[config.mk]
export PLATFORM = sky130hd
export DESIGN_NAME = result_assembly_stage
export DESIGN_NICKNAME = d
export VERILOG_FILES = /design/src/vmul_pkg.sv /design/src/result_assembly_stage.sv
export SDC_FILE = /design/constraint.sdc
export NUM_CORES = 1
export LEC_CHECK = 0
export ABC_AREA = 1
export CAP_MARGIN = 20
export CORE_UTILIZATION = 30
export CTS_CLUSTER_SIZE = 8
export DETAILED_ROUTE_END_ITERATION = 6
export DONT_BUFFER_PORTS = 1
export MAX_ROUTING_LAYER = met4
export SETUP_SLACK_MARGIN = 0.4
export SLEW_MARGIN = 20
export SYNTH_ARGS = -nofsm -noshare
export SYNTH_HDL_FRONTEND = slang
export SYNTH_SLANG_ARGS = --single-unit
[constraint.sdc]
create_clock -name clk -period 0.8 [get_ports clk]
set_input_delay 0.16 -clock clk [delete_from_list [all_inputs] [get_ports clk]]
set_output_delay 0.16 -clock clk [all_outputs]
set_load 0.1 [all_outputs]
[src/vmul_pkg.sv]
package vmul_pkg;

	// operand and result width
	localparam int data_width = 64;

	// one sub-multiplier input slice
	localparam int chunk_width = 16;
	localparam int num_chunks = data_width / chunk_width;

	// byte lanes are handled by their own 8x8 multipliers
	localparam int byte_width = 8;
	localparam int byte_lanes = data_width / byte_width;

	// one packed lane in 32-bit mode
	localparam int word_width = 32;

	// widths of a chunk product and of a column sum
	localparam int chunk_prod_width = 2 * chunk_width;

	// four 32-bit products fit in 34 bits
	localparam int col_sum_width = chunk_prod_width + 2;

	// cycles from start to result_valid
	localparam int latency = 3;

	// lane size selection
	typedef enum logic [1:0]
	{
		lane8  = 2'd0,
		lane16 = 2'd1,
		lane32 = 2'd2,
		lane64 = 2'd3
	} lane_size_t;

	// one zero-extended 16x16 product
	typedef logic [chunk_prod_width-1:0] chunk_prod_t;

	// sum of the chunk products of one column weight
	typedef logic [col_sum_width-1:0] col_sum_t;

endpackage

[src/result_assembly_stage.sv]
`timescale 1ns/1ps

module result_assembly_stage
	import vmul_pkg::*;
(
	input  logic                      clk,
	input  logic                      arst_n,
	input  logic                      cs_valid,
	input  lane_size_t                cs_lane_size,
	input  col_sum_t [num_chunks-1:0] col_sum,
	input  logic [data_width-1:0]     low_word,
	output logic                      result_valid,
	output logic [data_width-1:0]     result
);

	// full 64-bit product from the four columns
	logic [data_width-1:0] wide_sum;

	// the two 32-bit lanes
	logic [word_width-1:0] word_lo;
	logic [word_width-1:0] word_hi;

	logic [data_width-1:0] result_next;

	// weight k column lands at bit 16*k
	// bits shifted past bit 63 are dropped
	always_comb
	begin
		wide_sum = '0;
		for (int k = 0; k < num_chunks; k++)
		begin
			wide_sum = wide_sum
				+ (data_width'(col_sum[k]) << (k * chunk_width));
		end
	end

	// weight-1 sum carries into the upper half of each lane
	always_comb
	begin
		word_lo = word_width'(col_sum[0])
			+ (word_width'(col_sum[1]) << chunk_width);
		word_hi = word_width'(col_sum[2])
			+ (word_width'(col_sum[3]) << chunk_width);
	end

	always_comb
	begin
		case (cs_lane_size)
			lane64:
			begin
				result_next = wide_sum;
			end

			lane32:
			begin
				result_next = {word_hi, word_lo};
			end

			default:
			begin
				// lane16 and lane8 were packed in the previous stage
				result_next = low_word;
			end
		endcase
	end

	always_ff @(posedge clk or negedge arst_n)
	begin
		if (!arst_n)
		begin
			result_valid <= 1'b0;
		end
		else
		begin
			result_valid <= cs_valid;
		end
	end

	always_ff @(posedge clk)
	begin
		if (cs_valid)
		begin
			result <= result_next;
		end
	end

endmodule

== Word level (Yosys, flattened, before mapping) ==
Cells that the tools add are included.
Storage, ports and cells
  register bits: 65
  logic and storage cells: 10
Operators by class
  add/sub/neg operators: 5
  eq/ne operators: 2
  multiplexer cells: 1
Operator list (number)
  64-bit case mux with 2 select lines: 1
  32-bit adder: 2
  51-bit by 64-bit adder with 64-bit output: 1
  64-bit adder: 1
  34-bit by 50-bit adder with 51-bit output: 1
  2-bit == test, second input constant: 2

== Depth between registers and ports, before layout ==
  depth after elaboration: 4
  depth in mapped cells: 17
  gate-level depth less buffers: 17

== Least setup slack after synthesis ==
No wires, ideal clock.
  kind: input -> register
  start: input col_sum[32] (netlist bit)
  end: register result[61], data pin
  library setup time: 259 ps
  arrival: 1925 ps
  required time: 541 ps
  setup slack: -1384 ps
  stages on the path: 15
  path buffers: 0
  cell sequence: inv_1 fa_1 inv_1 ha_1 nand2_1 inv_1 nand2_1 nor3_1 nand2_1 nor2_1 nand2_1 nand3_1 nand2_1 nand3_1 nand3_1
Between the ends
  word-level cells in the longest chain between the ends: 4
RTL lines
  from (decl): line result_assembly_stage.sv:10  | input col_sum_t [num_chunks-1:0] col_sum,
  34-bit by 50-bit adder with 51-bit output: line result_assembly_stage.sv:33  | + (data_width'(col_sum[k]) << (k * chunk_width));
  51-bit by 64-bit adder with 64-bit output: line result_assembly_stage.sv:33
  64-bit adder: line result_assembly_stage.sv:33
  64-bit case mux with 2 select lines: line result_assembly_stage.sv:48  | case (cs_lane_size)
  net result_next[61]: line result_assembly_stage.sv:23  | logic [data_width-1:0] result_next;
  to (signal assigned): line result_assembly_stage.sv:83  | result <= result_next;
  to (decl): line result_assembly_stage.sv:13  | output logic [data_width-1:0] result
The timed path passes the listed nets, and every way through them passes these cells.
A chain may end at the register's enable or synchronous reset.

== Final worst setup path ==
  start: input col_sum[50] (netlist bit)
  end: register result[62], data pin
Same word-level chain as after synthesis.

==> impl_summary.txt <==
----------------------------------------------------
[Power and ir drop]
  Switching pwr ... 10.6 mW
  Relative contribution of combinational cells to total power ... 62.3%
  Sequential fraction of design power ... 19.8%
  Switching power share of the total ... 45.6%
  Peak supply drop ... 1.09 mV
  Clock share of power ... 17.9%
  Leakage ... 7.37 nW
  Overall power consumption ... 23.3 mW
  Cell area power density ... 1550 mW/mm2
  P_int ... 12.6 mW

[Clock tree]
  Level count of the clock H-tree ... 3
  Number of CTS-inserted buffers ... 9
  Number of hold buffers added after cts ... 1
  Cell at the root of the clock tree ... clkbuf_16
  Sinks on Clock Net ... 65
  Post-CTS clock slew at the launch and capture registers of the worst setup and hold paths ... 0.06 ns
  TritonCTS clock tree ... done
  Clock Tree Buf Depth ... 2

[Synthesis]
  Largest cells by area after synthesis ... edfxtp_1 (21%), nand2_1 (20%), ha_1 (13%), inv_1 (10%), fa_1 (7.1%)
  Synthesized-area fraction occupied by ao, oa, aoi and oai cells ... 10.6%
  Share of the yosys chip area belonging to registers ... 21.6%
  Yosys warns ... 0
  Distinct cells, synth ... 48
  Post-synth top area share ... 21.3%
  Syn avg cell area ... 6.50 um2
  Leading area contributor after synthesis ... edfxtp_1
  Count of flip-flops with a built-in enable after synthesis ... 64
  Commonest register cell after synthesis ... edfxtp_1
  Number of cells produced by synthesis ... 1387
  Synth Net Count ... 1715
  Proportion of synthesized flip-flops having asynchronous set or reset ... 1.54%
  Yosys reg bits ... 65
  Post-synthesis share of cell area spent on and, or, nand and nor gates ... 35.8%
  Largest family of logic cells by synthesized area ... simple AND/OR/NAND/NOR gates
  Multiplexer area fraction after synthesis ... 0%
  Adder and majority cell fraction of the synthesized area ... 19.7%
  Xor and xnor fraction of the mapped netlist area ... 0.875%
  Netlist area before placement ... 0.00901 mm2

[STA]
  Final Hold Viols ... 75
  Actual slew at the worst max-slew pin ... 0.371 ns
  Hold slack final ... -0.117 ns
  Final number of max-transition violations ... 0
  Normalized max-slew margin ... 75.0%
  Period utilization ... 256%
  Fmax achieved ... 0.488 GHz
  Time the worst path needs with I/O delays and setup ... 2.05 ns
  Setup violators final ... 112
  Setup ws final ... -1.25 ns
  RSZ-0062 raised after global routing ... yes

[Drt]
  Number of nets with antenna violations after detailed routing ... 0
  Iteration count of the initial detailed-routing pass ... 5
  Via-per-instance ratio ... 4.85
  Number of design rule violations left after detail routing ... 0
  Initial DRC Count ... 691
  Vias post-DR ... 10204
  Detailed Route WL ... 36.5 mm
  Avg WL per Cell ... 17.4 um

[Global route]
  Largest net degree at the start of global routing ... 66
  Met3 demand-to-capacity share in global routing ... 5.24%
  GRT Max-Usage Layer ... met2
  Vias in the first global route ... 10265
  Initial antenna violation count ... 3
  Global-route track usage on met2 ... 38.0%
  GRT Overall Usage ... 23.7%
  First-pass GRT wire length ... 54.5 mm
  Met1 layer usage reported by global route ... 29.9%
  Gr ovfl total ... 0

[Critical path]
  Worst Path Class, Setup ... in -> reg
  Biggest fanout along the worst timing path ... 4
  Worst stage delay on the critical path ... 0.59 ns
  Startpoint type of the worst setup path ... input port
  CP delay by family, top ... simple AND/OR/NAND/NOR gates
  Slowest stage cell on the critical path ... fa_1
  Number of buffers and inverters on the critical path ... 3
  Data required time at the worst endpoint ... 0.90 ns
  CP arrival ... 2.15 ns
  Cell breakdown of the critical path ... inv_8, fa_1, inv_2, ha_4, nand2_4, inv_4, nand2_2, nand2_2, nand2_2, nand2_2, nand2_1, nand2_2, nand2_2, nand3_2, nand2_1, nand3_2, nand3_2
  Cell seen most often among critical-path stages ... nand2_2
  Critical Path Sink Type ... flop

[Die]
  Initial Util ... 30.5%
  Horiz. Die Dim ... 175 um
  DIE AREA ... 0.0307 mm2
  Number of placement rows ... 63
  Die height ... 175 um
  Core Box Area ... 0.0296 mm2
  I/O pin total ... 270

[Run]
  Max capacitance violation total ... 0

[Place]
  Total of buffers placed on input and output ports ... 0
  Placed Instance Area ... 0.0128 mm2
  Final GP Congestion ... 0.952
  DPL Wire Length ... 28.6 mm

[Finish]
  Commonest non-fill, non-tap cells in the layout ... nand2_1 (339), buf_4 (210), inv_1 (191)
  Fill cell count ... 2747
  Ratio of cells with drive above 1 in the final layout ... 45.7%
  Area growth from synthesis to layout ... 66.6%
  Finished Cell Area ... 0.0150 mm2
  Net count reported at finish ... 2035
  Most common library cell in the layout ignoring fill and taps ... nand2_1

[Outcome]
  Result of the run ... complete, but fails checks
  Failing checks ... negative hold slack, negative setup slack

[Hold path]
  Path type of the worst min-delay path ... in -> reg

----------------------------------------------------
-- power groups by stage --
stage / Sequential, mW / Combinational (mW) / Clock, mW
after CTS: 4.61 / 13.5 / 4.27
after global placement: 4.67 / 12.1 / 0
final: 4.60 / 14.5 / 4.17
after global routing: 4.64 / 15.4 / 4.38
after detailed placement: 4.66 / 12.2 / 0
after floorplan: 7.17 / 4.83 / 0
-- metal layers --
layer / part of all wire (%) / wire length (um)
met1: 43 / 15800
met2: 47 / 17000
met3: 7.7 / 2810
met4: 2.4 / 876
met5: 0 / 0
-- state kept, by name (all words and copies together), names as in the netlist --
register,cells
result,64
result_valid,1
-- layout make-up --
cell class	instances	area, um2	area share [%]
antenna	1	2.50	0.0167
clock buffer	11	233	1.55
clock inverter	5	63.8	0.425
multi-input combinational	1051	7750	51.6
timing repair buffer	325	3530	23.5
inverter	255	996	6.63
sequential	65	1950	13.0
tap	390	488	3.25
-- stage by stage --
step	hold slack [ns]	setup TNS, ns	cells	utilization, %	setup WS (ns)
after CTS	-0.155	-67.66	2084	48.3	-1.23
final	-0.117	-69.20	2103	50.8	-1.25
after global placement	-0.136	-67.27	2042	43.3	-1.72
after global routing	-0.139	-73.69	2103	50.8	-1.36
after detailed placement	-0.136	-67.79	2042	43.3	-1.77
after floorplan	-0.136	-68.78	1387	-	-1.27
-- timing repair --
item / in CTS / in global routing
buffers inserted: 25 / 14
endpoints found under the hold margin: 90 / 68
gates cloned: 0 / 4
pin swaps: 126 / 103
setup endpoints to repair: 121 / 119
gates resized for setup: 273 / 153
-- cell usage after synthesis (all sizes together), types with 2 or more instances --
| cell | instances |
|---|---|
| clkinv | 2 |
| edfxtp | 64 |
| nand3 | 109 |
| inv | 253 |
| nor2 | 113 |
| o211ai | 10 |
| nor3 | 14 |
| a21oi | 71 |
| nand4 | 9 |
| and2 | 5 |
| ha | 91 |
| clkbuf | 6 |
| o21ai | 51 |
| a211oi | 2 |
| nand3b | 12 |
| or2 | 8 |
| a21o | 2 |
| o21bai | 16 |
| xor2 | 6 |
| fa | 32 |
| buf | 10 |
| a22o | 4 |
| nand2 | 486 |
| xnor2 | 3 |
-- worst paths after layout --
kind                       cells past startpoint           end        start
worst min-delay path                           0  result_valid     cs_valid
max in group asynchronous                      1  result_valid       arst_n
min in group asynchronous                      1  result_valid       arst_n
worst max-delay path                          17    result[62]  col_sum[50]
-- logic make-up (layout without fill, tap and decap cells) --
kind of cell,Yosys count,in the layout
AND/OR/NAND/NOR,756,756
XOR/XNOR,9,9
buffers and inverters,271,596
AO/OA/AOI/OAI,163,163
adder cells (fa/ha/maj),123,123
other,0,1
flip-flops,65,65
Note: power is estimated with default switching activity, not from simulation.
