<file path="config.mk">
export PLATFORM = sky130hd
export DESIGN_NAME = column_sum_stage
export DESIGN_NICKNAME = d
export VERILOG_FILES = /design/src/vmul_pkg.sv /design/src/column_sum_stage.sv
export SDC_FILE = /design/constraint.sdc
export NUM_CORES = 1
export LEC_CHECK = 0
export ABC_AREA = 1
export BUFFER_PORTS_ARGS = -buffer_cell sky130_fd_sc_hd__buf_2
export CORE_AREA = 10 10 293 295
export CTS_CLUSTER_SIZE = 20
export DETAILED_ROUTE_END_ITERATION = 6
export DIE_AREA = 0 0 303 305
export GPL_TIMING_DRIVEN = 0
export PLACE_DENSITY = 0.56
export SETUP_SLACK_MARGIN = 0.02
export SLEW_MARGIN = 30
export SYNTH_ARGS = -nofsm -noshare
export SYNTH_HDL_FRONTEND = slang
export SYNTH_SLANG_ARGS = --single-unit
</file>
<file path="constraint.sdc">
create_clock -name clk -period 0.8 [get_ports clk]
set_clock_uncertainty 0.1 [all_clocks]
set_input_delay 0.04 -clock clk [delete_from_list [all_inputs] [get_ports clk]]
set_output_delay 0.04 -clock clk [all_outputs]
set_load 0.02 [all_outputs]
</file>
<file path="src/vmul_pkg.sv">
package vmul_pkg;

	// operand and result width
	localparam int data_width = 64;

	// one sub-multiplier input slice
	localparam int chunk_width = 16;
	localparam int num_chunks = data_width / chunk_width;

	// byte lanes are handled by their own 8x8 multipliers
	localparam int byte_width = 8;
	localparam int byte_lanes = data_width / byte_width;

	// one packed lane in 32-bit mode
	localparam int word_width = 32;

	// widths of a chunk product and of a column sum
	localparam int chunk_prod_width = 2 * chunk_width;

	// four 32-bit products fit in 34 bits
	localparam int col_sum_width = chunk_prod_width + 2;

	// cycles from start to result_valid
	localparam int latency = 3;

	// lane size selection
	typedef enum logic [1:0]
	{
		lane8  = 2'd0,
		lane16 = 2'd1,
		lane32 = 2'd2,
		lane64 = 2'd3
	} lane_size_t;

	// one zero-extended 16x16 product
	typedef logic [chunk_prod_width-1:0] chunk_prod_t;

	// sum of the chunk products of one column weight
	typedef logic [col_sum_width-1:0] col_sum_t;

endpackage

</file>
<file path="src/column_sum_stage.sv">
`timescale 1ns/1ps

module column_sum_stage
	import vmul_pkg::*;
(
	input  logic                                         clk,
	input  logic                                         arst_n,
	input  logic                                         pp_valid,
	input  lane_size_t                                   pp_lane_size,
	input  chunk_prod_t [num_chunks-1:0][num_chunks-1:0] chunk_prod,
	input  logic [byte_lanes-1:0][byte_width-1:0]        byte_prod,
	output logic                                         cs_valid,
	output lane_size_t                                   cs_lane_size,
	output col_sum_t [num_chunks-1:0]                    col_sum,
	output logic [data_width-1:0]                        low_word
);

	col_sum_t [num_chunks-1:0] col_sum_next;
	logic [data_width-1:0]     low_word_next;

	// column sums and packed words for each lane size
	always_comb
	begin
		col_sum_next = '0;
		low_word_next = '0;

		case (pp_lane_size)
			lane64:
			begin
				// column k collects every product whose chunk indices add up to k
				// products above column 3 fall outside the low 64 bits
				for (int i = 0; i < num_chunks; i++)
				begin
					for (int j = 0; j < num_chunks; j++)
					begin
						if (i + j < num_chunks)
						begin
							col_sum_next[i + j] = col_sum_next[i + j]
								+ col_sum_t'(chunk_prod[i][j]);
						end
					end
				end
			end

			lane32:
			begin
				// lane 0 uses chunks 0 and 1 of each operand
				col_sum_next[0] = col_sum_t'(chunk_prod[0][0]);
				col_sum_next[1] = col_sum_t'(chunk_prod[1][0])
					+ col_sum_t'(chunk_prod[0][1]);

				// lane 1 uses chunks 2 and 3
				col_sum_next[2] = col_sum_t'(chunk_prod[2][2]);
				col_sum_next[3] = col_sum_t'(chunk_prod[3][2])
					+ col_sum_t'(chunk_prod[2][3]);
			end

			lane16:
			begin
				// diagonal products are the lane products
				for (int k = 0; k < num_chunks; k++)
				begin
					low_word_next[k * chunk_width +: chunk_width]
						= chunk_prod[k][k][chunk_width-1:0];
				end
			end

			lane8:
			begin
				low_word_next = byte_prod;
			end
		endcase
	end

	always_ff @(posedge clk or negedge arst_n)
	begin
		if (!arst_n)
		begin
			cs_valid <= 1'b0;
		end
		else
		begin
			cs_valid <= pp_valid;
		end
	end

	always_ff @(posedge clk)
	begin
		if (pp_valid)
		begin
			cs_lane_size <= pp_lane_size;
			col_sum <= col_sum_next;
			low_word <= low_word_next;
		end
	end

endmodule

</file>
**Word level (Yosys, flattened, before mapping)**

Index checks and enable logic that the tools add are counted.

- Input bits: 581
- Logic and storage cells: 27
- Output and inout port bits: 203
- Register bits after elaboration: 203

- Equality and inequality tests: 3
- Muxes and demuxes: 8
- Add/subtract/negate cells: 8
- Reduce and logical (&&, ||, !) cells: 1

Operators with widths:

| kind | count |
|---|---|
| one-hot mux 136 bit (2 select lines) | 1 |
| adder 34 x 32 -> 34 bit | 6 |
| 2-to-1 mux 34 bit | 6 |
| one-hot mux 64 bit (2 select lines) | 1 |
| adder 32 x 32 -> 33 bit | 2 |
| == test 2 bit, second input constant | 2 |
| == test 2 x 1 -> 1 bit, second input constant | 1 |
| zero test 2 bit | 1 |

**Depth between registers and ports, before layout**

- Depth after elaboration: 8
- Mapped depth: 37
- Gate-level depth less buffers: 36

**Worst setup path after synthesis**

OpenSTA, ideal clock, no wires.

- Kind: input to register
- Start: input port chunk_prod[96] (netlist bit)
- End: register col_sum[134] (netlist bit) (data pin)
- Required time: 0.448 ns
- Library setup time: 0.252 ns
- Cell stages on the path: 35
- Data arrival time: 4.008 ns
- Path buffers: 0
- Slack: -3.560 ns
- Cells stage by stage: ha_1 -> inv_1 -> fa_1 -> inv_1 -> nand2_1 -> nand2_1 -> and2_1 -> nand3_1 -> nand3_1 -> nand3_1 -> nand2_1 -> nand2_1 -> nand2_1 -> nand2_1 -> nand2_1 -> xor2_1 -> ha_1 -> a21oi_1 -> o21ai_0 -> a21oi_1 -> nand3_1 -> a21o_1 -> nand2_1 -> nand2_1 -> nand2_1 -> nand2_1 -> ha_1 -> inv_1 -> nor3_1 -> nand2_1 -> nor4_1 -> a21oi_1 -> or2_0 -> nand3_1 -> nand2_1

RTL lines:

| what | line | RTL |
|---|---|---|
| start: declaration | column_sum_stage.sv:10 | `input chunk_prod_t [num_chunks-1:0][num_chunks-1:0] chunk_prod,` |
| end signal: assignment | column_sum_stage.sv:92 | `col_sum <= col_sum_next;` |
| end: declaration | column_sum_stage.sv:14 | `output col_sum_t [num_chunks-1:0] col_sum,` |

==> summary.md <==
| Metric | Value |
|---|---|
| First-pass GRT wire length | `168400 um` |
| Final worst path period share | `540.6%` |
| H-tree depth | `4` |
| Vias in the first global route | `26.10k` |
| CP max stage cell | `ha_2` |
| Max-slew violations | `0` |
| Final ANT Viol Nets | `0` |
| Worst-margin pin slew | `~1.1 ns` |
| Ys async rst share | `0.5000%` |
| WS Path Type | `in -> reg` |
| Placeable Area | `79900 um^2` |
| Sw Ratio | `46.72%` |
| CTS Sinks | `200` |
| RSZ-0062 raised after global routing | `yes` |
| Synth cell types | `58` |
| Initial antenna violation count | `approximately 70` |
| Crit path launch type | `input port` |
| Critical Path Fanout Max | `7` |
| Syn Inst Count | `around 3.0k` |
| Post-synth EDFFs | `just under 200` |
| Synth area leaders | `edfxtp_1 29%, ha_1 14%, nand2_1 13%` |
| Failing checks | `hold timing, setup timing` |
| Ports | `between 700 and 800` |
| Worst min-delay path category | `in -> reg` |
| Max VDD drop | `between 1 and 1.5 mV` |
| Seq cells post-synth | `200` |
| Pleak | `between 0.015 and 0.02 uW` |
| Fmax | `231.2 MHz` |
| # DRC | `0` |
| Switch Pwr | `around 35000 uW` |
| Synth-to-layout area growth | `71.24%` |
| Core Rows | `around 100` |
| Gpl congestion | `about 0.95` |
| Die area | `around 90000 um^2` |
| Nets | `about 5k` |
| Reg clk slew, reported paths | `0.09 ns` |
| Post-route cell area | `35810 um^2` |
| Share of layout cells above drive strength 1 | `between 40 and 50%` |
| Main synth FF type | `edfxtp_1` |
| Yosys warns | `0` |
| Worst-case clock buffer depth | `2` |
| TritonCTS buffer count | `17` |
| Number of vias in the routed layout | `around 25k` |
| Critical Path Max Stage Delay | `between 0.3 and 0.4 ns` |
| Total congestion overflow | `0` |
| Largest net degree at the start of global routing | `39` |
| Syn Area/Cell | `~7.0 um^2` |
| Port Buffers | `700` |
| Drt first-iter violations | `roughly 1.5k` |
| Max-Cap Viols | `0` |
| Hold-fix buffers at CTS | `about 160` |
| Sequential-to-total area share from yosys stat | `between 20% and 30%` |
| Share of power burned in registers | `between 10% and 20%` |
| Share of Yosys cell area claimed by the top area cell type | `28.58%` |
| Status | `finished with violations` |
| Clock group share of total power | `about an eighth` |
| Cell Int Power | `a little under 40000 uW` |
| Total GRT Usage | `~24%` |
| Setup TNS | `-250.89 ns` |
| Initial core utilization | `about a quarter` |
| Minimum hold slack | `-0.1805 ns` |
| Vias per inst | `a little under 5` |
| Critical Path AT | `4.46 ns` |
| Cell Area, Synth | `20910 um^2` |
| Area post-placement | `27420 um^2` |
| Chip width | `303 um` |
| CTS Root Cell | `clkbuf_16` |
| Hold Fails Final Rpt | `99` |
| Gate power share | `about 68%` |
| Nature of the critical path endpoint | `flip-flop` |
| Final critical-path required period | `between 4 and 5 ns` |
| Final setup violation count | `about 350` |
| Slew Limit Headroom | `28.56%` |
| CTS tree | `yes` |
| Top cell type by total area after synthesis | `edfxtp_1` |
| Pwr/cell area | `~2100 nW/um^2` |
| Die height | `~310 um` |
| Routed wire length | `between 100000 and 150000 um` |
| WL/cell | `23.27 um` |
| Post-detail-place hpwl | `~98000 um` |
| Most used cell, CP | `nand2_1` |
| Final WS setup | `-3.524 ns` |
| TritonRoute pass-1 iters | `5` |
| Critical path data required time | `0.93 ns` |
[cells in the mapped netlist (8+ instances only)]
library cell,n
a21o_1,39
a21oi_1,295
a31oi_1,25
buf_1,12
clkbuf_1,30
edfxtp_1,199
ha_1,226
inv_1,333
nand2_1,741
nand2_2,14
nand3_1,223
nand3b_1,8
nand4_1,30
nor2_1,301
nor3_1,28
nor4_1,9
o211ai_1,12
o21a_1,14
o21ai_0,184
o21ai_1,17
o21bai_1,34
o22ai_1,14
or2_2,9
xnor2_1,40
xor2_1,62
[final cells by class]
| type | instances | area, um^2 |
|---|---|---|
| sequential | 200 | 6001 |
| clock buffer | 17 | 425.4 |
| timing repair buffer | 1055 | 8018 |
| antenna | 23 | 57.56 |
| multi-input combinational | 2392 | 17960 |
| inverter | 339 | 1292 |
| tap | 1060 | 1326 |
| clock inverter | 15 | 201.4 |
| fill | 7896 | 44090 |
| buffer | 50 | 524.3 |
[through the flow]
stage	setup slack, ns	util (%)	cells	hold slack [ns]	power, uW
2_1_floorplan	-3.467	-	2981	-0.3556	36260
3_3_place_gp	-4.524	34.23	4741	-0.2862	46940
3_5_place_dp	-4.552	34.32	4743	-0.2770	46940
4_1_cts	-3.429	42.15	5074	-0.2313	66260
5_1_grt	-3.735	44.79	5142	-0.1786	78330
6_report	-3.524	44.82	5151	-0.1805	73940
[cell families (layout without fill, tap and decap cells)]
kind of cell             after synthesis  after routing  synth area share (%)
buffers and inverters                389           1476                 7.090
adder cells (fa/ha/maj)              233            233                 14.19
AND/OR/NAND/NOR                     1384           1384                 27.71
other                                  1             26               0.01793
AO/OA/AOI/OAI                        670            670                 18.02
XOR/XNOR                             102            102                 4.272
flip-flops                           200            200                 28.70
[power by group through the flow]
stage	combinational (uW)	sequential (uW)	clock (uW)
2_1_floorplan	21000	15300	0
3_3_place_gp	33100	13800	0
3_5_place_dp	33200	13800	0
4_1_cts	42700	13800	9780
5_1_grt	54300	13900	10200
6_report	50500	13800	9650
[cell usage in the layout, fill, tap and decap left out, types with 40 or more instances in the layout]
cell	synthesis	layout
inv_2	5	42
a21oi_1	295	172
nand2_2	14	129
ha_1	226	125
edfxtp_1	199	199
xor2_1	62	40
buf_4	5	142
o21ai_1	17	70
o21ai_2	4	54
o21ai_0	184	70
nor2_1	301	218
a21oi_2	5	98
inv_1	333	291
nand2_1	741	587
dlygate4sd3_1	0	158
nor2_2	2	49
ha_4	0	72
buf_6	0	217
nand3_2	0	107
nand3_1	223	109
buf_2	2	536
[routing by layer]
metal  vias to the layer above  routed length, um  GRT usage [%]
met5                         -                509              0
met4                        68               7177          12.37
met3                       285              10820          8.776
met2                       931              59180          43.84
met1                     11830              42160          24.57
li1                      12350                  -              -
[worst max-delay path, delay by kind of cell]
| kind | cells | cell delay [ns] |
|---|---|---|
| compound gates | 9 | 1.52 |
| buf+inv | 4 | 0.27 |
| xor+xnor | 2 | 0.34 |
| fa+ha+maj | 4 | 1.20 |
| simple gates | 13 | 1.06 |
[flip-flops by register name, indices dropped and copies added (netlist names)]
signal        count
low_word         64
col_sum         133
cs_valid          1
cs_lane_size      2
[repair_timing]
action / in CTS / in global routing
resized for setup: 780 / 383
setup endpoints to repair: 482 / 403
setup buffers: 137 / 56
hold endpoints to repair: 222 / 100
cloned: 4 / 0
pin swaps: 214 / 218
[final timing paths]
check	from	to	slack (ns)	depth (start not counted)
worst max-delay path	chunk_prod[192]	col_sum[132]$_DFFE_PP_	-3.52	32
worst min-delay path	chunk_prod[128]	col_sum[34]$_DFFE_PP_	-0.18	4
max in group asynchronous	arst_n	cs_valid$_DFF_PN0_	0.23	3
min in group asynchronous	arst_n	cs_valid$_DFF_PN0_	0.26	3
Power figures use the tool's default switching activity.
